<file path="config.mk">
export PLATFORM = sky130hd
export DESIGN_NAME = rv_ex_mem_top
export DESIGN_NICKNAME = d
export VERILOG_FILES = /design/src/hdl/rv_pkg.sv /design/src/hdl/rv_alu.sv /design/src/hdl/rv_execute.sv /design/src/hdl/rv_mem_fsm.sv /design/src/hdl/rv_wait_timer.sv /design/src/hdl/rv_data_mem.sv /design/src/hdl/rv_ex_mem_top.sv
export VERILOG_INCLUDE_DIRS = /design/src /design/src/hdl
export SDC_FILE = /design/constraint.sdc
export NUM_CORES = 2
export LEC_CHECK = 0
export BUFFER_PORTS_ARGS = -buffer_cell sky130_fd_sc_hd__buf_2
export CORE_AREA = 10 10 390 486
export CTS_BUF_LIST = sky130_fd_sc_hd__clkbuf_4 sky130_fd_sc_hd__clkbuf_8
export CTS_CLUSTER_SIZE = 20
export DETAILED_ROUTE_END_ITERATION = 7
export DIE_AREA = 0 0 400 496
export PLACE_DENSITY = 0.75
export SETUP_SLACK_MARGIN = 0.02
export SYNTH_ARGS = -nofsm -noshare
export SYNTH_HDL_FRONTEND = slang
export SYNTH_SLANG_ARGS = --single-unit
</file>
<file path="constraint.sdc">
create_clock -name clk -period 3 [get_ports clk]
set_clock_uncertainty 0.05 [all_clocks]
set_input_delay 0.6 -clock clk [delete_from_list [all_inputs] [get_ports clk]]
set_output_delay 0.6 -clock clk [all_outputs]
set_load 0.1 [all_outputs]
</file>
<file path="src/hdl/rv_consts.svh">
`ifndef RV_CONSTS_SVH
`define RV_CONSTS_SVH

// ==========================================================================
// Datapath widths.
// ==========================================================================
`define XLEN            32
`define ADDR_WIDTH      32

// Data memory geometry and access wait.
`define MEM_DEPTH_LOG2  6       // 64 words.
`define MEM_WAIT        3       // Wait cycles per data access.

// ==========================================================================
// RV32I major opcodes.
// ==========================================================================
`define OP_R            7'b0110011
`define OP_I            7'b0010011
`define OP_LOAD         7'b0000011
`define OP_S            7'b0100011
`define OP_B            7'b1100011
`define OP_UPC          7'b0010111  // AUIPC.
`define OP_LUI          7'b0110111

// ALU control codes.
`define ALU_ADD         4'd0
`define ALU_SUB         4'd1
`define ALU_SLL         4'd2
`define ALU_SLT         4'd3
`define ALU_SLTU        4'd4
`define ALU_XOR         4'd5
`define ALU_SRL         4'd6
`define ALU_SRA         4'd7
`define ALU_OR          4'd8
`define ALU_AND         4'd9
`define ALU_PASSB       4'd10       // LUI.

`endif

</file>
<file path="src/hdl/rv_pkg.sv">
`include "rv_consts.svh"

package rv_pkg;

	// ======================================================================
	// Datapath vectors.
	// ======================================================================
	typedef logic [`XLEN-1:0]       word_t;     // Data word.
	typedef logic [`ADDR_WIDTH-1:0] addr_t;     // Address or PC.

	// Decoded instruction fields.
	typedef logic [4:0] reg_idx_t;              // x0..x31.
	typedef logic [3:0] alu_ctrl_t;
	typedef logic [2:0] func3_t;
	typedef logic [6:0] opcode_t;

	// ======================================================================
	// Memory stage sequencing.
	// ======================================================================
	typedef enum logic [1:0] {
		MEM_IDLE = 2'd0,    // Accepting items from execute.
		MEM_WAIT = 2'd1,    // Timer running.
		MEM_DONE = 2'd2     // Access strobe.
	} mem_state_t;

endpackage

</file>
<file path="src/hdl/rv_alu.sv">
`timescale 1ns/1ps
`include "rv_consts.svh"

module rv_alu (
	input  rv_pkg::word_t     i_op1,
	input  rv_pkg::word_t     i_op2,
	input  rv_pkg::alu_ctrl_t i_alu_ctrl,
	output rv_pkg::word_t     o_result
);
	import rv_pkg::*;

	logic [4:0] shamt;
	word_t      sra_res;

	assign shamt   = i_op2[4:0];    // Low five bits only.
	assign sra_res = word_t'($signed(i_op1) >>> shamt);

	always_comb begin
		case (i_alu_ctrl)
			`ALU_ADD:   o_result = i_op1 + i_op2;
			`ALU_SUB:   o_result = i_op1 - i_op2;
			`ALU_SLL:   o_result = i_op1 << shamt;
			`ALU_SLT:   o_result = word_t'($signed(i_op1) < $signed(i_op2));
			`ALU_SLTU:  o_result = word_t'(i_op1 < i_op2);
			`ALU_XOR:   o_result = i_op1 ^ i_op2;
			`ALU_SRL:   o_result = i_op1 >> shamt;
			`ALU_SRA:   o_result = sra_res;     // Sign fill.
			`ALU_OR:    o_result = i_op1 | i_op2;
			`ALU_AND:   o_result = i_op1 & i_op2;
			`ALU_PASSB: o_result = i_op2;       // Upper immediate.
			default:    o_result = '0;
		endcase
	end

endmodule

</file>
<file path="src/hdl/rv_execute.sv">
`timescale 1ns/1ps
`include "rv_consts.svh"

module rv_execute (
	input  logic              clk,
	input  logic              rst_n,
	// Decode side.
	input  rv_pkg::word_t     i_rs1_data,
	input  rv_pkg::word_t     i_rs2_data,
	input  rv_pkg::word_t     i_imm_data,
	input  rv_pkg::addr_t     i_pc,
	input  rv_pkg::reg_idx_t  i_rd,
	input  rv_pkg::alu_ctrl_t i_alu_ctrl,
	input  rv_pkg::func3_t    i_func3,
	input  rv_pkg::opcode_t   i_opcode,
	input  logic              i_id_valid,
	output logic              o_stall,
	// Memory side.
	input  logic              i_stall,
	output rv_pkg::word_t     o_result,
	output rv_pkg::word_t     o_data_store,
	output rv_pkg::addr_t     o_pc,
	output rv_pkg::reg_idx_t  o_rd,
	output rv_pkg::func3_t    o_func3,
	output rv_pkg::opcode_t   o_opcode,
	output logic              o_ex_valid
);
	import rv_pkg::*;

	word_t op1, op2;
	word_t alu_result;
	word_t data_store;
	logic  load_en;

	// ======================================================================
	// Operand select and ALU.
	// ======================================================================
	assign op1 = (i_opcode == `OP_UPC) ? i_pc : i_rs1_data;    // AUIPC adds to PC.
	assign op2 = ((i_opcode == `OP_R) || (i_opcode == `OP_B)) ? i_rs2_data : i_imm_data;

	rv_alu u_alu (
		.i_op1      (op1),
		.i_op2      (op2),
		.i_alu_ctrl (i_alu_ctrl),
		.o_result   (alu_result)
	);

	assign data_store = (i_opcode == `OP_S) ? i_rs2_data : '0;

	// ======================================================================
	// EX/MEM pipeline register.
	// ======================================================================
	assign load_en = i_id_valid && !i_stall;
	assign o_stall = i_stall;   // Stage cannot accept.

	// Valid holds under stall so a waiting item reaches memory.
	always_ff @(posedge clk or negedge rst_n) begin
		if (!rst_n) begin
			o_ex_valid <= 1'b0;
		end else if (!i_stall) begin
			o_ex_valid <= i_id_valid;   // Fresh item or bubble.
		end
	end

	always_ff @(posedge clk) begin
		if (load_en) begin
			o_result     <= alu_result;
			o_data_store <= data_store;
			o_pc         <= i_pc;
			o_rd         <= i_rd;
			o_func3      <= i_func3;    // Width hint for later stages.
			o_opcode     <= i_opcode;
		end
	end

endmodule

</file>
<file path="src/hdl/rv_mem_fsm.sv">
`timescale 1ns/1ps
`include "rv_consts.svh"

module rv_mem_fsm (
	input  logic                       clk,
	input  logic                       rst_n,
	// From execute.
	input  logic                       i_ex_valid,
	input  rv_pkg::word_t              i_result,
	input  rv_pkg::word_t              i_data_store,
	input  rv_pkg::reg_idx_t           i_rd,
	input  rv_pkg::opcode_t            i_opcode,
	output logic                       o_stall,
	// Timer.
	output logic                       o_timer_start,
	input  logic                       i_timer_done,
	// Data memory.
	output logic                       o_mem_we,
	output logic                       o_mem_re,
	output logic [`MEM_DEPTH_LOG2-1:0] o_mem_addr,
	output rv_pkg::word_t              o_mem_wdata,
	input  rv_pkg::word_t              i_mem_rdata,
	// Writeback.
	output logic                       o_wb_valid,
	output rv_pkg::reg_idx_t           o_wb_rd,
	output rv_pkg::word_t              o_wb_data
);
	import rv_pkg::*;

	mem_state_t state;
	logic       is_load, is_store, is_mem;
	logic       accept;
	logic       load_q;         // Pending access is a load.
	logic       wb_from_mem;    // Writeback data is the memory read.
	word_t      wb_data_q;
	reg_idx_t   rd_q;

	assign is_load  = (i_opcode == `OP_LOAD);
	assign is_store = (i_opcode == `OP_S);
	assign is_mem   = is_load || is_store;
	assign accept   = i_ex_valid && (state == MEM_IDLE);

	assign o_stall       = (state != MEM_IDLE);
	assign o_timer_start = accept && is_mem;
	assign o_mem_we      = (state == MEM_DONE) && !load_q;
	assign o_mem_re      = (state == MEM_DONE) && load_q;
	assign o_wb_data     = wb_from_mem ? i_mem_rdata : wb_data_q;  // Read lands late.

	// ======================================================================
	// Access sequencing and writeback strobe.
	// ======================================================================
	always_ff @(posedge clk or negedge rst_n) begin
		if (!rst_n) begin
			state       <= MEM_IDLE;
			load_q      <= 1'b0;
			o_wb_valid  <= 1'b0;
			wb_from_mem <= 1'b0;
		end else begin
			o_wb_valid <= 1'b0;     // One-cycle strobe.
			case (state)
				MEM_IDLE: begin
					if (accept && is_mem) begin
						state  <= MEM_WAIT;
						load_q <= is_load;
					end else if (accept) begin
						// Branches and x0 never write back.
						o_wb_valid  <= (i_opcode != `OP_B) && (i_rd != '0);
						wb_from_mem <= 1'b0;
					end
				end
				MEM_WAIT: begin
					if (i_timer_done)
						state <= MEM_DONE;
				end
				MEM_DONE: begin
					state       <= MEM_IDLE;
					o_wb_valid  <= load_q && (rd_q != '0);
					wb_from_mem <= 1'b1;
				end
				default: state <= MEM_IDLE;
			endcase
		end
	end

	// Payload capture.
	always_ff @(posedge clk) begin
		if (accept && is_mem) begin
			o_mem_addr  <= i_result[`MEM_DEPTH_LOG2-1:0];   // Word index.
			o_mem_wdata <= i_data_store;
			rd_q        <= i_rd;
		end
		if (accept && !is_mem)
			wb_data_q <= i_result;
		if (state == MEM_DONE)
			o_wb_rd <= rd_q;
		else if (accept && !is_mem)
			o_wb_rd <= i_rd;
	end

endmodule

</file>
<file path="src/hdl/rv_wait_timer.sv">
`timescale 1ns/1ps
`include "rv_consts.svh"

module rv_wait_timer (
	input  logic clk,
	input  logic rst_n,
	input  logic i_start,
	output logic o_done
);
	localparam int CNT_W = $clog2(`MEM_WAIT + 1);

	logic [CNT_W-1:0] cnt;
	logic             busy;

	assign o_done = busy && (cnt == '0);    // Last wait cycle.

	always_ff @(posedge clk or negedge rst_n) begin
		if (!rst_n) begin
			cnt  <= '0;
			busy <= 1'b0;
		end else if (i_start) begin
			cnt  <= CNT_W'(`MEM_WAIT - 1);  // Restart wins.
			busy <= 1'b1;
		end else if (o_done) begin
			busy <= 1'b0;
		end else if (busy) begin
			cnt <= cnt - 1'b1;
		end
	end

endmodule

</file>
<file path="src/hdl/rv_data_mem.sv">
`timescale 1ns/1ps
`include "rv_consts.svh"

module rv_data_mem (
	input  logic                       clk,
	input  logic                       rst_n,
	input  logic                       i_we,
	input  logic                       i_re,
	input  logic [`MEM_DEPTH_LOG2-1:0] i_addr,
	input  rv_pkg::word_t              i_wdata,
	output rv_pkg::word_t              o_rdata
);
	import rv_pkg::*;

	localparam int DEPTH = 1 << `MEM_DEPTH_LOG2;

	word_t mem [DEPTH];

	// Cleared storage, synchronous write, read on request.
	always_ff @(posedge clk or negedge rst_n) begin
		if (!rst_n) begin
			for (int i = 0; i < DEPTH; i++)
				mem[i] <= '0;
			o_rdata <= '0;
		end else begin
			if (i_we)
				mem[i_addr] <= i_wdata;
			if (i_re)
				o_rdata <= mem[i_addr];     // Valid next cycle.
		end
	end

endmodule

</file>
<file path="src/hdl/rv_ex_mem_top.sv">
`timescale 1ns/1ps
`include "rv_consts.svh"

module rv_ex_mem_top (
	input  logic              clk,
	input  logic              rst_n,
	// Decoded instruction.
	input  rv_pkg::word_t     i_rs1_data,
	input  rv_pkg::word_t     i_rs2_data,
	input  rv_pkg::word_t     i_imm_data,
	input  rv_pkg::addr_t     i_pc,
	input  rv_pkg::reg_idx_t  i_rd,
	input  rv_pkg::alu_ctrl_t i_alu_ctrl,
	input  rv_pkg::func3_t    i_func3,
	input  rv_pkg::opcode_t   i_opcode,
	input  logic              i_id_valid,
	output logic              o_stall,
	// Writeback.
	output logic              o_wb_valid,
	output rv_pkg::reg_idx_t  o_wb_rd,
	output rv_pkg::word_t     o_wb_data
);
	import rv_pkg::*;

	// ======================================================================
	// Stage interconnect.
	// ======================================================================
	word_t                      ex_result, ex_data_store;
	reg_idx_t                   ex_rd;
	opcode_t                    ex_opcode;
	logic                       ex_valid;
	logic                       mem_stall;
	logic                       timer_start, timer_done;
	logic                       mem_we, mem_re;
	logic [`MEM_DEPTH_LOG2-1:0] mem_addr;
	word_t                      mem_wdata, mem_rdata;

	// PC and func3 ride along for byte lanes and branches later on.
	rv_execute u_ex (
		.clk          (clk),
		.rst_n        (rst_n),
		.i_rs1_data   (i_rs1_data),
		.i_rs2_data   (i_rs2_data),
		.i_imm_data   (i_imm_data),
		.i_pc         (i_pc),
		.i_rd         (i_rd),
		.i_alu_ctrl   (i_alu_ctrl),
		.i_func3      (i_func3),
		.i_opcode     (i_opcode),
		.i_id_valid   (i_id_valid),
		.o_stall      (o_stall),
		.i_stall      (mem_stall),
		.o_result     (ex_result),
		.o_data_store (ex_data_store),
		.o_pc         (),
		.o_rd         (ex_rd),
		.o_func3      (),
		.o_opcode     (ex_opcode),
		.o_ex_valid   (ex_valid)
	);

	rv_mem_fsm u_mem_fsm (
		.clk           (clk),
		.rst_n         (rst_n),
		.i_ex_valid    (ex_valid),
		.i_result      (ex_result),
		.i_data_store  (ex_data_store),
		.i_rd          (ex_rd),
		.i_opcode      (ex_opcode),
		.o_stall       (mem_stall),
		.o_timer_start (timer_start),
		.i_timer_done  (timer_done),
		.o_mem_we      (mem_we),
		.o_mem_re      (mem_re),
		.o_mem_addr    (mem_addr),
		.o_mem_wdata   (mem_wdata),
		.i_mem_rdata   (mem_rdata),
		.o_wb_valid    (o_wb_valid),
		.o_wb_rd       (o_wb_rd),
		.o_wb_data     (o_wb_data)
	);

	rv_wait_timer u_timer (
		.clk     (clk),
		.rst_n   (rst_n),
		.i_start (timer_start),
		.o_done  (timer_done)
	);

	rv_data_mem u_dmem (
		.clk     (clk),
		.rst_n   (rst_n),
		.i_we    (mem_we),
		.i_re    (mem_re),
		.i_addr  (mem_addr),
		.i_wdata (mem_wdata),
		.o_rdata (mem_rdata)
	);

endmodule

</file>
==> results.yml <==
clock_network:
  clk_latency_ns: 1.10
  clk_path_buf_depth: 4
  cts-root-buf: "clkbuf_8"
  cts_inserted_buffers: 358
  cts_tree: "done"
  clk_pin_slew_worst_paths_ns: 0.06
  clock-sinks: 2245
  cts-htree-levels: 5
layout:
  regArea_um2: 57000
  nFillCells: 11572
  final_util_pct: 73.7
  layout-drive-gt1-share_pct: 49.1
  num-nets-final: 9917
  multi_input_area_um2: 47700
  layout-area-overhead-vs-synth_pct: 25.3
grt:
  grt.busiest_layer: "met2"
  grt_overflow: 0
  gr-usage-met3_pct: 9.07
  grt_antenna_before_repair: 22
  grt_pass1_vias: 87236
  track_usage_pct: 40.2
  use_met2_pct: 64.6
  grt_max_degree: 122
  grt_pass1_wl_um: 589000
  grt_use_met1_pct: 47.6
synthesis:
  syn_inst: 8407
  synth_area_leaders: "dfrtp_1, mux2_2, a22oi_1"
  async_flop_share_pct: 93.1
  synth.yosys.warnings: 0
  synth.cell_area_um2: 106000
  yosysSeqAreaShare_pct: 53.9
  ys_seq_elements: 2245
  synth_edf_count: 156
  syn_nets: 8657
  synthTopCellsByCount: "mux2_2, dfrtp_1, a22oi_1, clkbuf_1, nand2_1"
  yosysTopAreaCell: "dfrtp_1"
  yosysMostFrequentCell: "mux2_2"
  synthDistinctLibCells: 94
  synth_top_area_share_pct: 49.5
  avgSynthCellArea_um2: 12.6
  synth_flop_cell: "dfrtp_1"
timing:
  final-setup-viol-count: 70
  worst_pin_slew_ns: 1.18
  setup_ws_ns: -0.667
  slew_viol_final: 0
  hold_viol_final: 0
  rsz0062_at_grt: "yes"
  fin_crit_ns: 3.67
  fin_crit_sh_pct: 122
  fmax_mhz: 273
  slew_headroom_pct: 21.4
floorplan:
  core-area_um2: 180000
  die_area_um2: 198000
  die_w_um: 400
  die_h_um: 496
  start_util_pct: 58.8
  io_pins: 189
  std_cell_rows: 174
placed_design:
  gp_congestion: 1.08
  port_buffers: 185
  pre_cts_slack_ns: -1.91
  post-dp-hpwl_um: 278000
pwr:
  power_frac_clock_pct: 41.4
  intPower_w: 0.0498
  swShare_pct: 26.3
  p_leak_nw: 64.0
  seqPwrFrac_pct: 46.6
  irDropWorstVdd_mv: 0.612
  power_density_nw_per_um2: 510
  combPwrFrac_pct: 12.0
  power_switching_w: 0.0177
hold_path:
  hp-class: "primary input to register"
worst_setup_path:
  ff2ff_setup_slack_ns: -0.07
  r2r-start: "u_mem_fsm.o_mem_addr[1]"
  startpoint_type: "primary input"
  startpoint: "i_opcode[3]"
  cp-end-kind: "register"
  reg2regPathDepth: 14
  endpoint: "u_ex.o_result[30]"
  crit_path_max_fanout: 6
  cp.arrival_ns: 4.39
  path_class: "primary input to register"
  worstReg2RegEnd: "u_dmem.o_rdata[0]"
  cp_data_required_time_ns: 3.72
outcome:
  violations: "negative setup slack"
  outcome: "complete, but fails checks"
drt:
  drcViolationCount: 0
  drt_iter0_drc: 9293
  vias: 84020
  dr.pass1.iters: 6
  wire_per_inst_um: 33.6
  ant_nets: 0
  avgViaCountPerCell: 6.83
  wl_um: 413000
job:
  drv_cap: 0
## metal layers
layer	wire length [um]	part of all wire, %
met4	33900	8.2
met2	196000	47
met1	147000	36
met5	74	0.018
met3	36300	8.8
## state kept, by name (all words and copies together), names as in the netlist
name                   flops
u_timer.busy               1
u_mem_fsm.wb_from_mem      1
u_mem_fsm.wb_data_q       32
u_mem_fsm.state            2
u_dmem.o_rdata            32
u_ex.o_result             32
u_ex.o_opcode              7
u_ex.o_ex_valid            1
u_mem_fsm.o_mem_wdata     32
u_mem_fsm.o_mem_addr       6
u_ex.o_data_store         32
u_mem_fsm.o_wb_valid       1
u_mem_fsm.rd_q             5
u_mem_fsm.o_wb_rd          5
u_timer.cnt                2
u_mem_fsm.load_q           1
u_ex.o_rd                  5
u_dmem.mem              2048
## kinds of logic after synthesis
group	after synthesis	share of synthesized area, %
AO/OA/AOI/OAI	1861	12.9
XOR/XNOR	7	0.0723
adder cells (fa/ha/maj)	100	1.20
buffers and inverters	950	3.44
flip-flops	2245	53.9
multiplexers	2200	23.5
AND/OR/NAND/NOR	1044	5.00
## timing repair
action / CTS / global route
hold buffers: 41 / 0
pin swaps: 84 / 162
gates cloned: 7 / 12
setup endpoints to repair: 608 / 97
hold endpoints to repair: 911 / 0
gates resized for setup: 244 / 277
setup buffers: 49 / 60
## worst max-delay path: stages
cell,delay (ns)
buf_8,0.10
nand3b_1,0.25
nor3_4,0.27
buf_12,0.18
buf_12,0.12
buf_6,0.09
mux2i_4,0.24
inv_2,0.06
ha_4,0.22
or4_4,0.56
nor3_4,0.22
o221ai_4,0.18
o221ai_4,0.28
buf_12,0.15
o211ai_1,0.13
a31oi_1,0.24
o32ai_2,0.11
a2111o_1,0.36
## cells in the final DEF, fill, tap and decap left out, types with 32 or more instances in the layout
cell type      Yosys  routed
o21ai_1            7      32
buf_12             0     245
edfxtp_1         156     156
dlygate4sd3_1      0      41
o211ai_1          90      90
a21oi_2            0      42
nand4_1          228     228
mux2_4             0      34
a221oi_1         118      77
a22o_1           110     107
mux2_2          2107    2073
nand2_1          286     234
dfrtp_1         2089    2088
a31oi_1           39      37
buf_2             24     147
and2_1            65      61
o21ai_0          166     127
buf_4              7    1209
a22oi_2            0      34
nor2_1           175     143
a21oi_1          176     128
nand2_2            2      52
clkbuf_8           0     456
clkbuf_4           0      99
mux2i_1           78      58
nand3_1           81      79
a221oi_2           0      37
nor3_1            80      45
inv_1            110      93
ha_1              98      80
buf_6              1      60
a22oi_1          877     843
## worst min-delay path by stage
| stage | startpoint | end | depth (start not counted) |
|---|---|---|---|
| after global placement | u_ex.o_result[18] | u_mem_fsm.wb_data_q[18] | 0 |
| after CTS | i_rs2_data[2] | u_ex.o_data_store[2] | 3 |
| after detailed placement | u_ex.o_data_store[25] | u_mem_fsm.o_mem_wdata[25] | 0 |
| final | i_rs2_data[2] | u_ex.o_data_store[2] | 3 |
| after floorplan | rst_n | u_dmem.mem[0] | 0 |
| after global routing | i_rs2_data[22] | u_ex.o_data_store[22] | 3 |
## power groups by stage
| stage | logic, W | registers [W] | clock network, W |
|---|---|---|---|
| 5_1_grt | 0.00843 | 0.0314 | 0.0295 |
| 2_1_floorplan | 0.00306 | 0.0320 | 0 |
| 3_5_place_dp | 0.00746 | 0.0320 | 0 |
| 6_report | 0.00813 | 0.0314 | 0.0280 |
| 4_1_cts | 0.00781 | 0.0314 | 0.0280 |
| 3_3_place_gp | 0.00747 | 0.0320 | 0 |
## metrics by stage
step / TNS (ns) / cell area (um2) / hold WS, ns / std cells / power, W
2_1_floorplan: -35.98 / 106000 / 0.254 / 8407 / 0.0351
3_3_place_gp: -189.34 / 120000 / 0.353 / 11522 / 0.0394
3_5_place_dp: -188.50 / 120000 / 0.355 / 11522 / 0.0394
4_1_cts: -13.85 / 130000 / 0.0104 / 12227 / 0.0672
5_1_grt: -22.22 / 132000 / 0.0323 / 12295 / 0.0693
6_report: -17.19 / 132000 / 0.0758 / 12303 / 0.0675
## cell type report
class                      instances  area share [%]
timing repair buffer            1735            12.6
sequential                      2245            43.1
tap                             2376            2.25
clock buffer                     555            5.31
inverter                         115           0.337
multi-input combinational       5212            36.0
antenna                           11          0.0208
clock inverter                    54           0.437
Note: power is estimated with default switching activity, not from simulation.
